==> config.mk <==
export PLATFORM = sky130hd
export DESIGN_NAME = write_guard
export DESIGN_NICKNAME = d
export VERILOG_FILES = /design/src/logic/wg_axi_pkg.sv /design/src/logic/wg_reg_pkg.sv /design/src/logic/wg_config_regs.sv /design/src/logic/wg_txn_table.sv /design/src/logic/wg_w_order_fifo.sv /design/src/logic/write_guard.sv
export VERILOG_INCLUDE_DIRS = /design/src /design/src/include
export SDC_FILE = /design/constraint.sdc
export NUM_CORES = 2
export LEC_CHECK = 0
export BUFFER_PORTS_ARGS = -buffer_cell sky130_fd_sc_hd__buf_2
export CORE_MARGIN = 8
export CORE_UTILIZATION = 60
export DETAILED_ROUTE_END_ITERATION = 8
export PLACE_DENSITY = 0.84
export SYNTH_ARGS = -nofsm -noshare
export SYNTH_HDL_FRONTEND = slang
export SYNTH_SLANG_ARGS = --single-unit
export TNS_END_PERCENT = 100
==> constraint.sdc <==
create_clock -name clk_i -period 12.9 [get_ports clk_i]
set_clock_uncertainty 0.1 [all_clocks]
set_input_delay 2.58 -clock clk_i [delete_from_list [all_inputs] [get_ports clk_i]]
set_output_delay 2.58 -clock clk_i [all_outputs]
set_load 0.005 [all_outputs]
==> src/include/wg_config.svh <==
// Build-time configuration of the write-channel watchdog
// Included by every RTL file and by the testbench
`ifndef WG_CONFIG_SVH
`define WG_CONFIG_SVH

// Outstanding write transactions tracked at once
`define WG_NUM_SLOTS 4

// Field widths of the watched bus
`define WG_ID_W   4
`define WG_ADDR_W 32
`define WG_LEN_W  8

// Width of the phase counters and of the budgets
`define WG_CNT_W 16

// Width of the config register data
`define WG_REG_DATA_W 32

// Budget values after reset, in clock cycles
// W_BEAT is per beat and scaled by the burst length
`define WG_BUDGET_W_FIRST_RST 16
`define WG_BUDGET_W_BEAT_RST  4
`define WG_BUDGET_B_RST       16

`endif

==> src/logic/wg_axi_pkg.sv <==
// Types of the watched write channels and of the per-slot phase tracking
// Imported by the transaction table, the order queue and the top level
`include "wg_config.svh"

package wg_axi_pkg;

  // Fields seen on the AW and B channels
  typedef logic [`WG_ID_W-1:0]   id_t;
  typedef logic [`WG_ADDR_W-1:0] addr_t;

  // AXI burst length, beats minus one
  typedef logic [`WG_LEN_W-1:0]  len_t;

  // Phase counter and budget value
  typedef logic [`WG_CNT_W-1:0]  cnt_t;

  // Index into the slot table
  typedef logic [$clog2(`WG_NUM_SLOTS)-1:0] slot_idx_t;

  // Lifecycle of one tracked write
  typedef enum logic [1:0] {
    FREE    = 2'd0,
    W_WAIT  = 2'd1,
    W_BURST = 2'd2,
    B_WAIT  = 2'd3
  } phase_e;

endpackage

==> src/logic/wg_reg_pkg.sv <==
// Register view of the watchdog
// Holds the register map, the fault cause encoding and the data type
`include "wg_config.svh"

package wg_reg_pkg;

  // Register map, one word per address
  typedef enum logic [2:0] {
    REG_BUDGET_W_FIRST = 3'd0,
    REG_BUDGET_W_BEAT  = 3'd1,
    REG_BUDGET_B       = 3'd2,
    REG_FAULT_CAUSE    = 3'd3,
    REG_FAULT_ID       = 3'd4,
    REG_FAULT_ADDR     = 3'd5,
    REG_CLEAR          = 3'd6
  } reg_addr_e;

  // Reason for the latched fault
  typedef enum logic [2:0] {
    FAULT_NONE       = 3'd0,
    FAULT_W_FIRST    = 3'd1,
    FAULT_W_BURST    = 3'd2,
    FAULT_B          = 3'd3,
    FAULT_UNWANTED_B = 3'd4,
    FAULT_OVERFLOW   = 3'd5
  } fault_cause_e;

  // Config write and read data
  typedef logic [`WG_REG_DATA_W-1:0] reg_data_t;

endpackage

==> src/logic/wg_config_regs.sv <==
// Budget registers and first-fault capture of the watchdog
// Written by single-cycle strobes, read back combinationally by address
`timescale 1ns/1ps
`include "wg_config.svh"

module wg_config_regs
  import wg_axi_pkg::*;
  import wg_reg_pkg::*;
(
  input  logic         clk_i,
  input  logic         rst_ni,
  input  logic         cfg_we_i,
  input  reg_addr_e    cfg_addr_i,
  input  reg_data_t    cfg_wdata_i,
  output reg_data_t    cfg_rdata_o,
  input  logic         fault_valid_i,
  input  fault_cause_e fault_cause_i,
  input  id_t          fault_id_i,
  input  addr_t        fault_addr_i,
  output cnt_t         budget_w_first_o,
  output cnt_t         budget_w_beat_o,
  output cnt_t         budget_b_o,
  output logic         fault_active_o,
  output logic         irq_o,
  output logic         reset_req_o
);

  cnt_t         budget_w_first_q;
  cnt_t         budget_w_beat_q;
  cnt_t         budget_b_q;
  logic         fault_active_q;
  fault_cause_e fault_cause_q;
  id_t          fault_id_q;
  addr_t        fault_addr_q;
  logic         clear_req;

  // Bit 0 of a REG_CLEAR write releases the fault
  assign clear_req = cfg_we_i && (cfg_addr_i == REG_CLEAR) && cfg_wdata_i[0];

  always_ff @(posedge clk_i or negedge rst_ni) begin
    if (!rst_ni) begin
      budget_w_first_q <= cnt_t'(`WG_BUDGET_W_FIRST_RST);
      budget_w_beat_q  <= cnt_t'(`WG_BUDGET_W_BEAT_RST);
      budget_b_q       <= cnt_t'(`WG_BUDGET_B_RST);
    end else if (cfg_we_i) begin
      case (cfg_addr_i)
        REG_BUDGET_W_FIRST: budget_w_first_q <= cfg_wdata_i[`WG_CNT_W-1:0];
        REG_BUDGET_W_BEAT:  budget_w_beat_q  <= cfg_wdata_i[`WG_CNT_W-1:0];
        REG_BUDGET_B:       budget_b_q       <= cfg_wdata_i[`WG_CNT_W-1:0];
        default: ;
      endcase
    end
  end

  // First fault wins until software clears it
  always_ff @(posedge clk_i or negedge rst_ni) begin
    if (!rst_ni) begin
      fault_active_q <= 1'b0;
      fault_cause_q  <= FAULT_NONE;
      fault_id_q     <= '0;
      fault_addr_q   <= '0;
    end else if (fault_valid_i && !fault_active_q) begin
      fault_active_q <= 1'b1;
      fault_cause_q  <= fault_cause_i;
      fault_id_q     <= fault_id_i;
      fault_addr_q   <= fault_addr_i;
    end else if (clear_req) begin
      fault_active_q <= 1'b0;
      fault_cause_q  <= FAULT_NONE;
    end
  end

  // Read mux with narrower registers zero-extended
  always_comb begin
    cfg_rdata_o = '0;
    case (cfg_addr_i)
      REG_BUDGET_W_FIRST: cfg_rdata_o[`WG_CNT_W-1:0] = budget_w_first_q;
      REG_BUDGET_W_BEAT:  cfg_rdata_o[`WG_CNT_W-1:0] = budget_w_beat_q;
      REG_BUDGET_B:       cfg_rdata_o[`WG_CNT_W-1:0] = budget_b_q;
      REG_FAULT_CAUSE:    cfg_rdata_o[$bits(fault_cause_e)-1:0] = fault_cause_q;
      REG_FAULT_ID:       cfg_rdata_o[`WG_ID_W-1:0] = fault_id_q;
      REG_FAULT_ADDR:     cfg_rdata_o[`WG_ADDR_W-1:0] = fault_addr_q;
      default:            cfg_rdata_o = '0;
    endcase
  end

  assign budget_w_first_o = budget_w_first_q;
  assign budget_w_beat_o  = budget_w_beat_q;
  assign budget_b_o       = budget_b_q;
  assign fault_active_o   = fault_active_q;

  // Both outputs follow the latched fault
  assign irq_o       = fault_active_q;
  assign reset_req_o = fault_active_q;

endmodule

==> src/logic/wg_txn_table.sv <==
// Slot table that times every outstanding write through its three phases
// Reports at most one fault per cycle and flushes all slots when it does
`timescale 1ns/1ps
`include "wg_config.svh"

module wg_txn_table
  import wg_axi_pkg::*;
  import wg_reg_pkg::*;
(
  input  logic         clk_i,
  input  logic         rst_ni,
  input  logic         aw_valid_i,
  input  logic         aw_ready_i,
  input  id_t          aw_id_i,
  input  addr_t        aw_addr_i,
  input  len_t         aw_len_i,
  input  logic         w_valid_i,
  input  logic         w_ready_i,
  input  logic         w_last_i,
  input  logic         b_valid_i,
  input  logic         b_ready_i,
  input  id_t          b_id_i,
  input  cnt_t         budget_w_first_i,
  input  cnt_t         budget_w_beat_i,
  input  cnt_t         budget_b_i,
  input  logic         fault_active_i,
  input  slot_idx_t    order_head_i,
  input  logic         order_empty_i,
  output logic         order_push_o,
  output slot_idx_t    order_push_idx_o,
  output logic         order_pop_o,
  output logic         flush_o,
  output logic         fault_valid_o,
  output fault_cause_e fault_cause_o,
  output id_t          fault_id_o,
  output addr_t        fault_addr_o
);

  localparam int unsigned NumSlots = `WG_NUM_SLOTS;
  localparam int unsigned SeqW     = $clog2(NumSlots) + 1;
  localparam int unsigned LimW     = `WG_CNT_W + `WG_LEN_W + 1;

  typedef logic [SeqW-1:0] seq_t;
  typedef logic [LimW-1:0] lim_t;

  phase_e phase_q [NumSlots];
  phase_e phase_d [NumSlots];
  cnt_t   cnt_q   [NumSlots];
  cnt_t   cnt_d   [NumSlots];
  id_t    id_q    [NumSlots];
  addr_t  addr_q  [NumSlots];
  len_t   len_q   [NumSlots];
  seq_t   seq_q   [NumSlots];
  seq_t   alloc_seq_q;

  logic                aw_hs, w_hs, b_hs;
  logic                aw_accept, aw_overflow, b_unwanted;
  logic                any_free, b_found, any_over;
  slot_idx_t           free_idx, b_idx, over_idx;
  logic [NumSlots-1:0] w_own, b_done, over;

  assign aw_hs = aw_valid_i && aw_ready_i;
  assign w_hs  = w_valid_i && w_ready_i;
  assign b_hs  = b_valid_i && b_ready_i;

  // AWs are ignored while a fault is latched
  assign aw_accept   = aw_hs && !fault_active_i && any_free;
  assign aw_overflow = aw_hs && !fault_active_i && !any_free;
  assign b_unwanted  = b_hs && !b_found;

  assign order_push_o     = aw_accept;
  assign order_push_idx_o = free_idx;
  assign order_pop_o      = w_hs && w_last_i && !order_empty_i;

  // Lowest free slot
  always_comb begin
    any_free = 1'b0;
    free_idx = '0;
    for (int i = NumSlots - 1; i >= 0; i--) begin
      if (phase_q[i] == FREE) begin
        any_free = 1'b1;
        free_idx = slot_idx_t'(i);
      end
    end
  end

  // Oldest B_WAIT slot with the response ID by allocation sequence
  always_comb begin
    seq_t age;
    seq_t best_age;
    b_found  = 1'b0;
    b_idx    = '0;
    best_age = '0;
    for (int i = 0; i < NumSlots; i++) begin
      age = alloc_seq_q - seq_q[i];
      if (phase_q[i] == B_WAIT && id_q[i] == b_id_i && (!b_found || age > best_age)) begin
        b_found  = 1'b1;
        b_idx    = slot_idx_t'(i);
        best_age = age;
      end
    end
  end

  // Phase moves and budget checks per slot
  always_comb begin
    lim_t burst_limit;
    for (int i = 0; i < NumSlots; i++) begin
      w_own[i]    = w_hs && !order_empty_i && (order_head_i == slot_idx_t'(i));
      b_done[i]   = b_hs && b_found && (b_idx == slot_idx_t'(i));
      burst_limit = lim_t'(budget_w_beat_i) * (lim_t'(len_q[i]) + lim_t'(1));
      case (phase_q[i])
        W_WAIT:  over[i] = !w_own[i] && (cnt_q[i] >= budget_w_first_i);
        W_BURST: over[i] = !(w_own[i] && w_last_i) && (lim_t'(cnt_q[i]) >= burst_limit);
        B_WAIT:  over[i] = !b_done[i] && (cnt_q[i] >= budget_b_i);
        default: over[i] = 1'b0;
      endcase
    end
  end

  // Lowest overrunning slot
  always_comb begin
    any_over = 1'b0;
    over_idx = '0;
    for (int i = NumSlots - 1; i >= 0; i--) begin
      if (over[i]) begin
        any_over = 1'b1;
        over_idx = slot_idx_t'(i);
      end
    end
  end

  // Fault report in priority order of overrun, unwanted B and overflow
  always_comb begin
    fault_valid_o = 1'b0;
    fault_cause_o = FAULT_NONE;
    fault_id_o    = '0;
    fault_addr_o  = '0;
    if (any_over) begin
      fault_valid_o = 1'b1;
      fault_id_o    = id_q[over_idx];
      fault_addr_o  = addr_q[over_idx];
      case (phase_q[over_idx])
        W_WAIT:  fault_cause_o = FAULT_W_FIRST;
        W_BURST: fault_cause_o = FAULT_W_BURST;
        default: fault_cause_o = FAULT_B;
      endcase
    end else if (b_unwanted) begin
      fault_valid_o = 1'b1;
      fault_cause_o = FAULT_UNWANTED_B;
      fault_id_o    = b_id_i;
    end else if (aw_overflow) begin
      fault_valid_o = 1'b1;
      fault_cause_o = FAULT_OVERFLOW;
      fault_id_o    = aw_id_i;
      fault_addr_o  = aw_addr_i;
    end
  end

  assign flush_o = fault_valid_o;

  // Next phase and counter where any phase move restarts the counter
  always_comb begin
    for (int i = 0; i < NumSlots; i++) begin
      phase_d[i] = phase_q[i];
      cnt_d[i]   = (cnt_q[i] == '1) ? cnt_q[i] : cnt_q[i] + cnt_t'(1);
      case (phase_q[i])
        FREE: begin
          if (aw_accept && free_idx == slot_idx_t'(i)) begin
            phase_d[i] = W_WAIT;
            cnt_d[i]   = '0;
          end
        end
        W_WAIT: begin
          // Single-beat burst skips W_BURST
          if (w_own[i]) begin
            phase_d[i] = w_last_i ? B_WAIT : W_BURST;
            cnt_d[i]   = '0;
          end
        end
        W_BURST: begin
          if (w_own[i] && w_last_i) begin
            phase_d[i] = B_WAIT;
            cnt_d[i]   = '0;
          end
        end
        default: begin
          if (b_done[i]) begin
            phase_d[i] = FREE;
            cnt_d[i]   = '0;
          end
        end
      endcase
      if (fault_valid_o) begin
        phase_d[i] = FREE;
      end
    end
  end

  always_ff @(posedge clk_i or negedge rst_ni) begin
    if (!rst_ni) begin
      for (int i = 0; i < NumSlots; i++) begin
        phase_q[i] <= FREE;
      end
      alloc_seq_q <= '0;
    end else begin
      for (int i = 0; i < NumSlots; i++) begin
        phase_q[i] <= phase_d[i];
      end
      if (aw_accept) begin
        alloc_seq_q <= alloc_seq_q + seq_t'(1);
      end
    end
  end

  // Counters and captured AW fields
  always_ff @(posedge clk_i) begin
    for (int i = 0; i < NumSlots; i++) begin
      cnt_q[i] <= cnt_d[i];
      if (aw_accept && free_idx == slot_idx_t'(i)) begin
        id_q[i]   <= aw_id_i;
        addr_q[i] <= aw_addr_i;
        len_q[i]  <= aw_len_i;
        seq_q[i]  <= alloc_seq_q;
      end
    end
  end

endmodule

==> src/logic/wg_w_order_fifo.sv <==
// Queue of slot indices in AW order
// The head entry names the slot that currently owns the W channel
`timescale 1ns/1ps
`include "wg_config.svh"

module wg_w_order_fifo
  import wg_axi_pkg::*;
(
  input  logic      clk_i,
  input  logic      rst_ni,
  input  logic      push_i,
  input  slot_idx_t push_idx_i,
  input  logic      pop_i,
  input  logic      flush_i,
  output slot_idx_t head_idx_o,
  output logic      empty_o
);

  localparam int unsigned Depth  = `WG_NUM_SLOTS;
  localparam int unsigned CountW = $clog2(Depth + 1);

  slot_idx_t         mem_q [Depth];
  slot_idx_t         wr_ptr_q;
  slot_idx_t         rd_ptr_q;
  logic [CountW-1:0] count_q;
  logic              do_push;
  logic              do_pop;

  function automatic slot_idx_t ptr_inc(input slot_idx_t ptr);
    if (ptr == slot_idx_t'(Depth - 1)) begin
      return '0;
    end
    return ptr + slot_idx_t'(1);
  endfunction

  // Never full on push since the table only pushes a slot it just allocated
  assign do_push = push_i && !flush_i;
  assign do_pop  = pop_i && !flush_i && (count_q != '0);

  always_ff @(posedge clk_i) begin
    if (do_push) begin
      mem_q[wr_ptr_q] <= push_idx_i;
    end
  end

  always_ff @(posedge clk_i or negedge rst_ni) begin
    if (!rst_ni) begin
      wr_ptr_q <= '0;
      rd_ptr_q <= '0;
      count_q  <= '0;
    end else if (flush_i) begin
      wr_ptr_q <= '0;
      rd_ptr_q <= '0;
      count_q  <= '0;
    end else begin
      if (do_push) begin
        wr_ptr_q <= ptr_inc(wr_ptr_q);
      end
      if (do_pop) begin
        rd_ptr_q <= ptr_inc(rd_ptr_q);
      end
      // Simultaneous push and pop keep the fill level
      if (do_push && !do_pop) begin
        count_q <= count_q + CountW'(1);
      end else if (do_pop && !do_push) begin
        count_q <= count_q - CountW'(1);
      end
    end
  end

  assign head_idx_o = mem_q[rd_ptr_q];
  assign empty_o    = (count_q == '0);

endmodule

==> src/logic/write_guard.sv <==
// Write-channel watchdog top level
// Watches AW, W and B of one link and raises irq_o and reset_req_o on a fault
`timescale 1ns/1ps
`include "wg_config.svh"

module write_guard
  import wg_axi_pkg::*;
  import wg_reg_pkg::*;
(
  input  logic      clk_i,
  input  logic      rst_ni,
  input  logic      aw_valid_i,
  input  logic      aw_ready_i,
  input  id_t       aw_id_i,
  input  addr_t     aw_addr_i,
  input  len_t      aw_len_i,
  input  logic      w_valid_i,
  input  logic      w_ready_i,
  input  logic      w_last_i,
  input  logic      b_valid_i,
  input  logic      b_ready_i,
  input  id_t       b_id_i,
  input  logic      cfg_we_i,
  input  reg_addr_e cfg_addr_i,
  input  reg_data_t cfg_wdata_i,
  output reg_data_t cfg_rdata_o,
  output logic      irq_o,
  output logic      reset_req_o
);

  cnt_t         budget_w_first;
  cnt_t         budget_w_beat;
  cnt_t         budget_b;
  logic         fault_active;
  logic         fault_valid;
  fault_cause_e fault_cause;
  id_t          fault_id;
  addr_t        fault_addr;
  logic         order_push;
  slot_idx_t    order_push_idx;
  logic         order_pop;
  logic         order_flush;
  slot_idx_t    order_head;
  logic         order_empty;

  wg_config_regs u_regs (
    .clk_i            (clk_i),
    .rst_ni           (rst_ni),
    .cfg_we_i         (cfg_we_i),
    .cfg_addr_i       (cfg_addr_i),
    .cfg_wdata_i      (cfg_wdata_i),
    .cfg_rdata_o      (cfg_rdata_o),
    .fault_valid_i    (fault_valid),
    .fault_cause_i    (fault_cause),
    .fault_id_i       (fault_id),
    .fault_addr_i     (fault_addr),
    .budget_w_first_o (budget_w_first),
    .budget_w_beat_o  (budget_w_beat),
    .budget_b_o       (budget_b),
    .fault_active_o   (fault_active),
    .irq_o            (irq_o),
    .reset_req_o      (reset_req_o)
  );

  wg_txn_table u_table (
    .clk_i            (clk_i),
    .rst_ni           (rst_ni),
    .aw_valid_i       (aw_valid_i),
    .aw_ready_i       (aw_ready_i),
    .aw_id_i          (aw_id_i),
    .aw_addr_i        (aw_addr_i),
    .aw_len_i         (aw_len_i),
    .w_valid_i        (w_valid_i),
    .w_ready_i        (w_ready_i),
    .w_last_i         (w_last_i),
    .b_valid_i        (b_valid_i),
    .b_ready_i        (b_ready_i),
    .b_id_i           (b_id_i),
    .budget_w_first_i (budget_w_first),
    .budget_w_beat_i  (budget_w_beat),
    .budget_b_i       (budget_b),
    .fault_active_i   (fault_active),
    .order_head_i     (order_head),
    .order_empty_i    (order_empty),
    .order_push_o     (order_push),
    .order_push_idx_o (order_push_idx),
    .order_pop_o      (order_pop),
    .flush_o          (order_flush),
    .fault_valid_o    (fault_valid),
    .fault_cause_o    (fault_cause),
    .fault_id_o       (fault_id),
    .fault_addr_o     (fault_addr)
  );

  // W ownership follows AW order
  wg_w_order_fifo u_order (
    .clk_i      (clk_i),
    .rst_ni     (rst_ni),
    .push_i     (order_push),
    .push_idx_i (order_push_idx),
    .pop_i      (order_pop),
    .flush_i    (order_flush),
    .head_idx_o (order_head),
    .empty_o    (order_empty)
  );

endmodule

# Yosys cells after proc, flatten, opt, wreduce, memory -nomap -nowiden
# Memory sizes are Yosys's and may differ from the RTL's.
# Cells that the tools add are included.
[totals] reg_bits=106 mem_bits_rw=260 out_inout_bits=34 elab_cells=392 memories=6
[mem_list] name="u_table.addr_q" depth=4 word_bits=32 read_ports=1 rd_ports_with_merged_regs=0 write_ports=1 line="wg_txn_table.sv:51" source="addr_t addr_q [NumSlots];"
[mem_list] name="u_table.cnt_q" depth=4 word_bits=16 read_ports=4 rd_ports_with_merged_regs=0 write_ports=4 line="wg_txn_table.sv:48" source="cnt_t cnt_q [NumSlots];"
[mem_list] name="u_table.len_q" depth=4 word_bits=8 read_ports=4 rd_ports_with_merged_regs=0 write_ports=1 line="wg_txn_table.sv:52" source="len_t len_q [NumSlots];"
[mem_list] name="u_table.id_q" depth=4 word_bits=4 read_ports=5 rd_ports_with_merged_regs=0 write_ports=1 line="wg_txn_table.sv:50" source="id_t id_q [NumSlots];"
[mem_list] name="u_table.seq_q" depth=4 word_bits=3 read_ports=4 rd_ports_with_merged_regs=0 write_ports=1 line="wg_txn_table.sv:53" source="seq_t seq_q [NumSlots];"
[mem_list] name="u_order.mem_q" depth=4 word_bits=2 read_ports=1 rd_ports_with_merged_regs=0 write_ports=1 line="wg_w_order_fifo.sv:22" source="slot_idx_t mem_q [Depth];"
[op_classes] add_sub_neg=17 mul=4 n_lt_le_gt_ge=16 eq_ne=51 n_mux=166 bitwise=1 reduce_logical=116
[op_table] operator="$mux W16" n=21
[op_table] operator="$mux W32" n=6
[op_table] operator="$pmux W16 S3" n=4
[op_table] operator="$ge A16 B16 Y1" n=8
[op_table] operator="$mux W2" n=52
[op_table] operator="$ge A16 B25 Y1" n=4
[op_table] operator="$mul A16 B25 Y25" n=4
[op_table] operator="$reduce_or A32 Y1" n=3
[op_table] operator="$add A16 B1 Y16 const B" n=4
[op_table] operator="$eq A16 B16 Y1 const B" n=4
[op_table] operator="$logic_and A1 B1 Y1" n=54
[op_table] operator="$pmux W12 S4" n=1
[op_table] operator="$mux W1" n=47
[op_table] operator="$mux W3" n=14
[op_table] operator="$add A8 B1 Y9 const B" n=4
[op_table] operator="$eq A2 B2 Y1 const B" n=17
[op_table] operator="$mux W4" n=6
[op_table] operator="$mux W8" n=3
[op_table] operator="$ne A3 B1 Y1 const B" n=8
[op_table] operator="$pmux W2 S3" n=4
[op_table] operator="$reduce_or A8 Y1" n=3
[op_table] operator="$logic_not A1 Y1" n=22
[op_table] operator="$reduce_bool A5 Y1" n=4
[op_table] operator="$pmux W3 S6" n=1
[op_table] operator="26 further kinds" n=73

# Logic depth before layout (Yosys ltp)
# An unclocked memory read counts as a cell.
[logic_depth] word_depth=34 depth_mapped=39 ltp_nobuf=39

# By module
# From an unflattened synthesis, not the netlist that was laid out.
[unflattened] cells_unflattened=4233 hier_area_um2=40048.4
[modules_own_cells] mod="wg_txn_table" n_inst=1 cells_per_inst=3780 area_each_um2=35087.4 seq_area_each_um2=7201.9
[modules_own_cells] mod="wg_config_regs" n_inst=1 cells_per_inst=383 area_each_um2=4121.5 seq_area_each_um2=2205.9
[modules_own_cells] mod="wg_w_order_fifo" n_inst=1 cells_per_inst=70 area_each_um2=839.6 seq_area_each_um2=415.4

# Least setup slack after synthesis
# No wires, ideal clock.
[synth_path] path_kind="input port to flip-flop" from="input port b_id_i[3]" to="register u_order.count_q[2]" arrival_ns=9.045 slack_ns=3.623 stages=36 cell_sequence="buf_2 -> xor2_1 -> nor3_1 -> and3_1 -> clkbuf_1 -> nand2_1 -> ha_1 -> nor2b_1 -> o21ai_0 -> a32oi_1 -> o21ai_1 -> nor2_1 -> a31oi_1 -> ha_1 -> nor2b_1 -> o21ai_0 -> a32o_1 -> nand2_1 -> nand2_1 -> mux2_2 -> ha_1 -> and3_1 -> a2111oi_0 -> a211o_1 -> o21ai_0 -> o32a_1 -> o31ai_4 -> nor4_4 -> and2_1 -> nand3_1 -> ha_1 -> fa_1 -> xnor2_1 -> nor2_1 -> xnor2_1 -> nor2_1"
[synth_between] elab_chain_len=32 word_cells_on_any_way=70
[synth_lines] element="start: declaration" line="write_guard.sv:22" source="input id_t b_id_i,"
[synth_lines] element="$eq A4 B4 Y1" line="wg_txn_table.sv:96" source="if (phase_q[i] == B_WAIT && id_q[i] == b_id_i && (!b_found || age > best_age)) begin"
[synth_lines] element="$logic_and A1 B1 Y1" line="wg_txn_table.sv:96"
[synth_lines] element="$mux W3 or $mux W1 (tied branches)" line="wg_txn_table.sv:96"
[synth_lines] element="$gt A3 B3 Y1 or $logic_not A1 Y1 (tied branches)" line="wg_txn_table.sv:96"
[synth_lines] element="$logic_or A1 B1 Y1" line="wg_txn_table.sv:96"
[synth_lines] element="$logic_and A1 B1 Y1" line="wg_txn_table.sv:96"
[synth_lines] element="$mux W3 or $mux W1 (tied branches)" line="wg_txn_table.sv:96"
[synth_lines] element="$gt A3 B3 Y1 or $logic_not A1 Y1 (tied branches)" line="wg_txn_table.sv:96"
[synth_lines] element="(+12 left out)"
[synth_lines] element="$mux W1 (4 in a row)" line="wg_txn_table.sv:125" source="if (over[i]) begin"
[synth_lines] element="$mux W1 (*)" line="wg_txn_table.sv:138" source="if (any_over) begin"
[synth_lines] element="$logic_not A1 Y1" line="wg_w_order_fifo.sv:37, wg_w_order_fifo.sv:38"
[synth_lines] element="$logic_and A1 B1 Y1 (2 in a row)" line="wg_w_order_fifo.sv:38" source="assign do_pop = pop_i && !flush_i && (count_q != '0);"
[synth_lines] element="$logic_not A1 Y1" line="wg_w_order_fifo.sv:63" source="if (do_push && !do_pop) begin"
[synth_lines] element="$logic_and A1 B1 Y1" line="wg_w_order_fifo.sv:63"
[synth_lines] element="$mux W3" line="wg_w_order_fifo.sv:63"
[synth_lines] element="$mux W3" line="wg_w_order_fifo.sv:51" source="end else if (flush_i) begin"
[synth_lines] element="end signal: assignment" line="wg_w_order_fifo.sv:64" source="count_q <= count_q + CountW'(1);"
[synth_lines] element="end signal: assignment" line="wg_w_order_fifo.sv:66" source="count_q <= count_q - CountW'(1);"
[synth_lines] element="end: declaration" line="wg_w_order_fifo.sv:25" source="logic [CountW-1:0] count_q;"
# Mark *: on every way between the ends. The rest lies on a longest branch, timed or not.
# A chain may end at the register's enable or synchronous reset.

==> metrics.txt <==
top cell type's share of synthesized area 0.203; total track usage 0.280; most frequent cell after synthesis inv_1; Max VDD drop 0.219 mV; PD cells 251 nW/um2; Post-DP HPWL 76,400 um; Post-CTS Setup Repair Bufs 0; Async S/R FF share, synth 0.290; met3 Track Usage GR 0.0453; post-synthesis sequential area ratio 0.248; post-placement cell area 40,900 um2; initial antenna violation count 15; post-synth top area cell fa_1; Post-synth EDFFs 196; Die Ht 273 um; unique cell type count in the Yosys netlist 92; initial DRC count 2,540; post-synthesis register bit count approximately 370; GRT overflow 0; Worst Max-Slew Pin Slew 1.28 ns; Power Total roughly 11 mW; via count about 31,000; hold depth 1; Ys Warns 0; Crit. End Element flop; max incr delay on CP 1.00 ns; TNS Setup 0 ns; die area 74,400 um2; Hold Crit Class flop to flop; met1 usage 0.366; peak fanout along the critical path 19; CORE AREA 65,500 um2; global route hottest layer met2; Leak just over 20 nW; Crit path required time around 13 ns; max cap viols 0; share of layout cells above drive strength 1 0.0716; clk root buf clkbuf_16; CTS clk-pin slew, worst paths about 0.060 ns; overall routed net length 105,000 um; primary flip-flop cell chosen by synthesis mapping edfxtp_1; global routing usage on met2 0.457; Final min period 10.50 ns; filler instances 4,954; vias in the first global route ~32,000; Layout Cell Area excl Fill ~42,000 um2; clock tree buffer depth 3; Slew headroom 0.143; largest net degree at the start of global routing 64; Syn Area/Cell 9.63 um2; worst-skew pair later-pin latency 0.55 ns; Max Transition Viols Final 0; Synth top cells by count 508 x inv_1, 416 x ha_1, 401 x fa_1; Layout Nets 5,041; IO Port Bufs 110; 1st-pass router iterations 5; Fin. Hold Viols 0; CTS buffer count 37; Resized cells post-CTS 0; via/cell ratio 6.18; fin util 0.643; unrepaired setup endpoints after global routing no; top cells by area, synth fa_1 20%, edfxtp_1 15%, ha_1 13%; Crit Path Class flop to flop; clock sink count 366; RePlAce Congestion 0.917; Reg2Reg Depth 33; Area Growth Syn to Fin 6.59%; first-pass GRT wire length 170,000 um; Setup Viol. Count Final 0; arrival time worst endpoint between 10 and 15 ns; Residual DRC 0; row count 94; io pins 127; CTS tree built; Syn Inst Count roughly 4,000; H-tree levels 2; Post-CTS Hold Fix Bufs 0; mean routed wirelength per cell 20.8 um; Highest Clock Rate about 95 MHz; startpoint types flop; Die X-Extent 273 um; status complete, no violations; post-route ant nets 0; Mapped Area slightly below 40,000 um2; CP max stage cell xor2_1; period utilisation layout 0.814; starting density of the core 0.604; Critical Path Most Common Cell fa_1; syn nets 5,017
[power by group]
group | internal [mW] | switching (mW) | total, mW
logic | 3.16 | 4.82 | 7.98
registers | 1.35 | 0.150 | 1.50
clock network | 0.614 | 0.484 | 1.10
total | 5.13 | 5.45 | 10.6
[layer usage]
layer	vias to the layer above	share of wire
met5	-	0.00065
met4	12	0.050
met3	305	0.087
met2	1457	0.47
met1	15363	0.39
li1	13981	-
[per-stage QoR]
step	setup WS, ns	std cells	hold slack (ns)
global placement	2.42	4956	0.388
finish	2.40	5033	0.412
CTS	2.52	5024	0.414
detailed placement	2.27	4956	0.396
floorplan	3.62	4107	0.358
global route	1.76	5030	0.442
[worst max-delay path, delay by kind of cell (launching register included)]
kind                       cells  cell delay [ns]
AOI/OAI and AO/OA              9             2.14
xor gates and xnor gates       4             1.45
adders and majority gates      8             3.40
buffers and inverters          1             0.06
DFF                            1             0.79
and+or+nand+nor               11             2.43
[final cells by class]
cell class                      count  area, um2  area share
Antenna cell                        9       22.5    0.000534
Sequential cell                   366       9820       0.233
Timing Repair Buffer              169        996      0.0236
Tap cell                          864       1080      0.0256
Multi-Input combinational cell   3048      27100       0.643
Clock inverter                     17        170     0.00404
Inverter                          509       1910      0.0453
Clock buffer                       51       1040      0.0247
[state kept, by name (all words and copies together) (netlist names)]
register,flops
u_table.alloc_seq_q,3
u_table.len_q,32
u_regs.fault_addr_q,32
u_table.addr_q,128
u_table.phase_q,8
u_regs.fault_id_q,4
u_regs.fault_cause_q,3
u_regs.budget_w_beat_o,16
u_table.seq_q,12
u_regs.budget_b_o,16
u_order.mem_q,8
u_table.cnt_q,64
u_regs.budget_w_first_o,16
u_order.count_q,3
u_order.wr_ptr_q,2
u_regs.fault_active_o,1
u_table.id_q,16
u_order.rd_ptr_q,2
[kinds of logic (layout without fill, tap and decap cells)]
| group | count (synthesis) | count (layout) | synth area share |
|---|---|---|---|
| compound gates | 686 | 686 | 0.116 |
| xor+xnor | 154 | 154 | 0.0341 |
| fa+ha+maj | 817 | 817 | 0.335 |
| buf+inv | 693 | 746 | 0.0678 |
| flops | 366 | 366 | 0.248 |
| mux | 121 | 121 | 0.0330 |
| other cells | 0 | 9 | 0 |
| simple gates | 1270 | 1270 | 0.166 |
[path summary, 6_finish.rpt]
check	from	endpoint	slack (ns)
worst max-delay path	u_table.len_q[0][0]$_DFFE_PP_	u_order.count_q[2]$_DFFE_PN0P_	2.40
worst min-delay path	u_regs.fault_addr_q[23]$_DFFE_PN0P_	u_regs.fault_addr_q[23]$_DFFE_PN0P_	0.41
worst max register to register	u_table.len_q[0][0]$_DFFE_PP_	u_order.count_q[2]$_DFFE_PN0P_	2.40
worst min register to register	u_regs.fault_addr_q[23]$_DFFE_PN0P_	u_regs.fault_addr_q[23]$_DFFE_PN0P_	0.41
max in group asynchronous	rst_ni	u_regs.fault_addr_q[10]$_DFFE_PN0P_	9.49
min in group asynchronous	rst_ni	u_order.rd_ptr_q[1]$_DFFE_PN0P_	1.99
[cells in the final DEF (no fill, tap or decap), types with 36 or more instances in the layout]
cell type,Yosys,routed
inv_1,508,508
ha_1,416,416
fa_1,401,401
nand2_1,362,362
edfxtp_1,196,196
and2_1,177,177
a21oi_1,177,177
nor2_1,171,170
nor2b_1,162,162
o21ai_0,142,142
buf_2,13,109
dfrtp_1,103,103
nand2b_1,99,99
mux2i_1,90,90
xor2_1,81,81
nand3_1,76,76
xnor2_1,73,72
dfxtp_1,64,64
and3_1,62,62
a21o_1,62,62
buf_4,5,60
nand4_1,55,55
nor3_1,49,48
a211oi_1,42,42
clkbuf_16,0,38
o22ai_1,37,37
a221o_1,36,36
No activity file was read; power rests on OpenSTA's default activity.
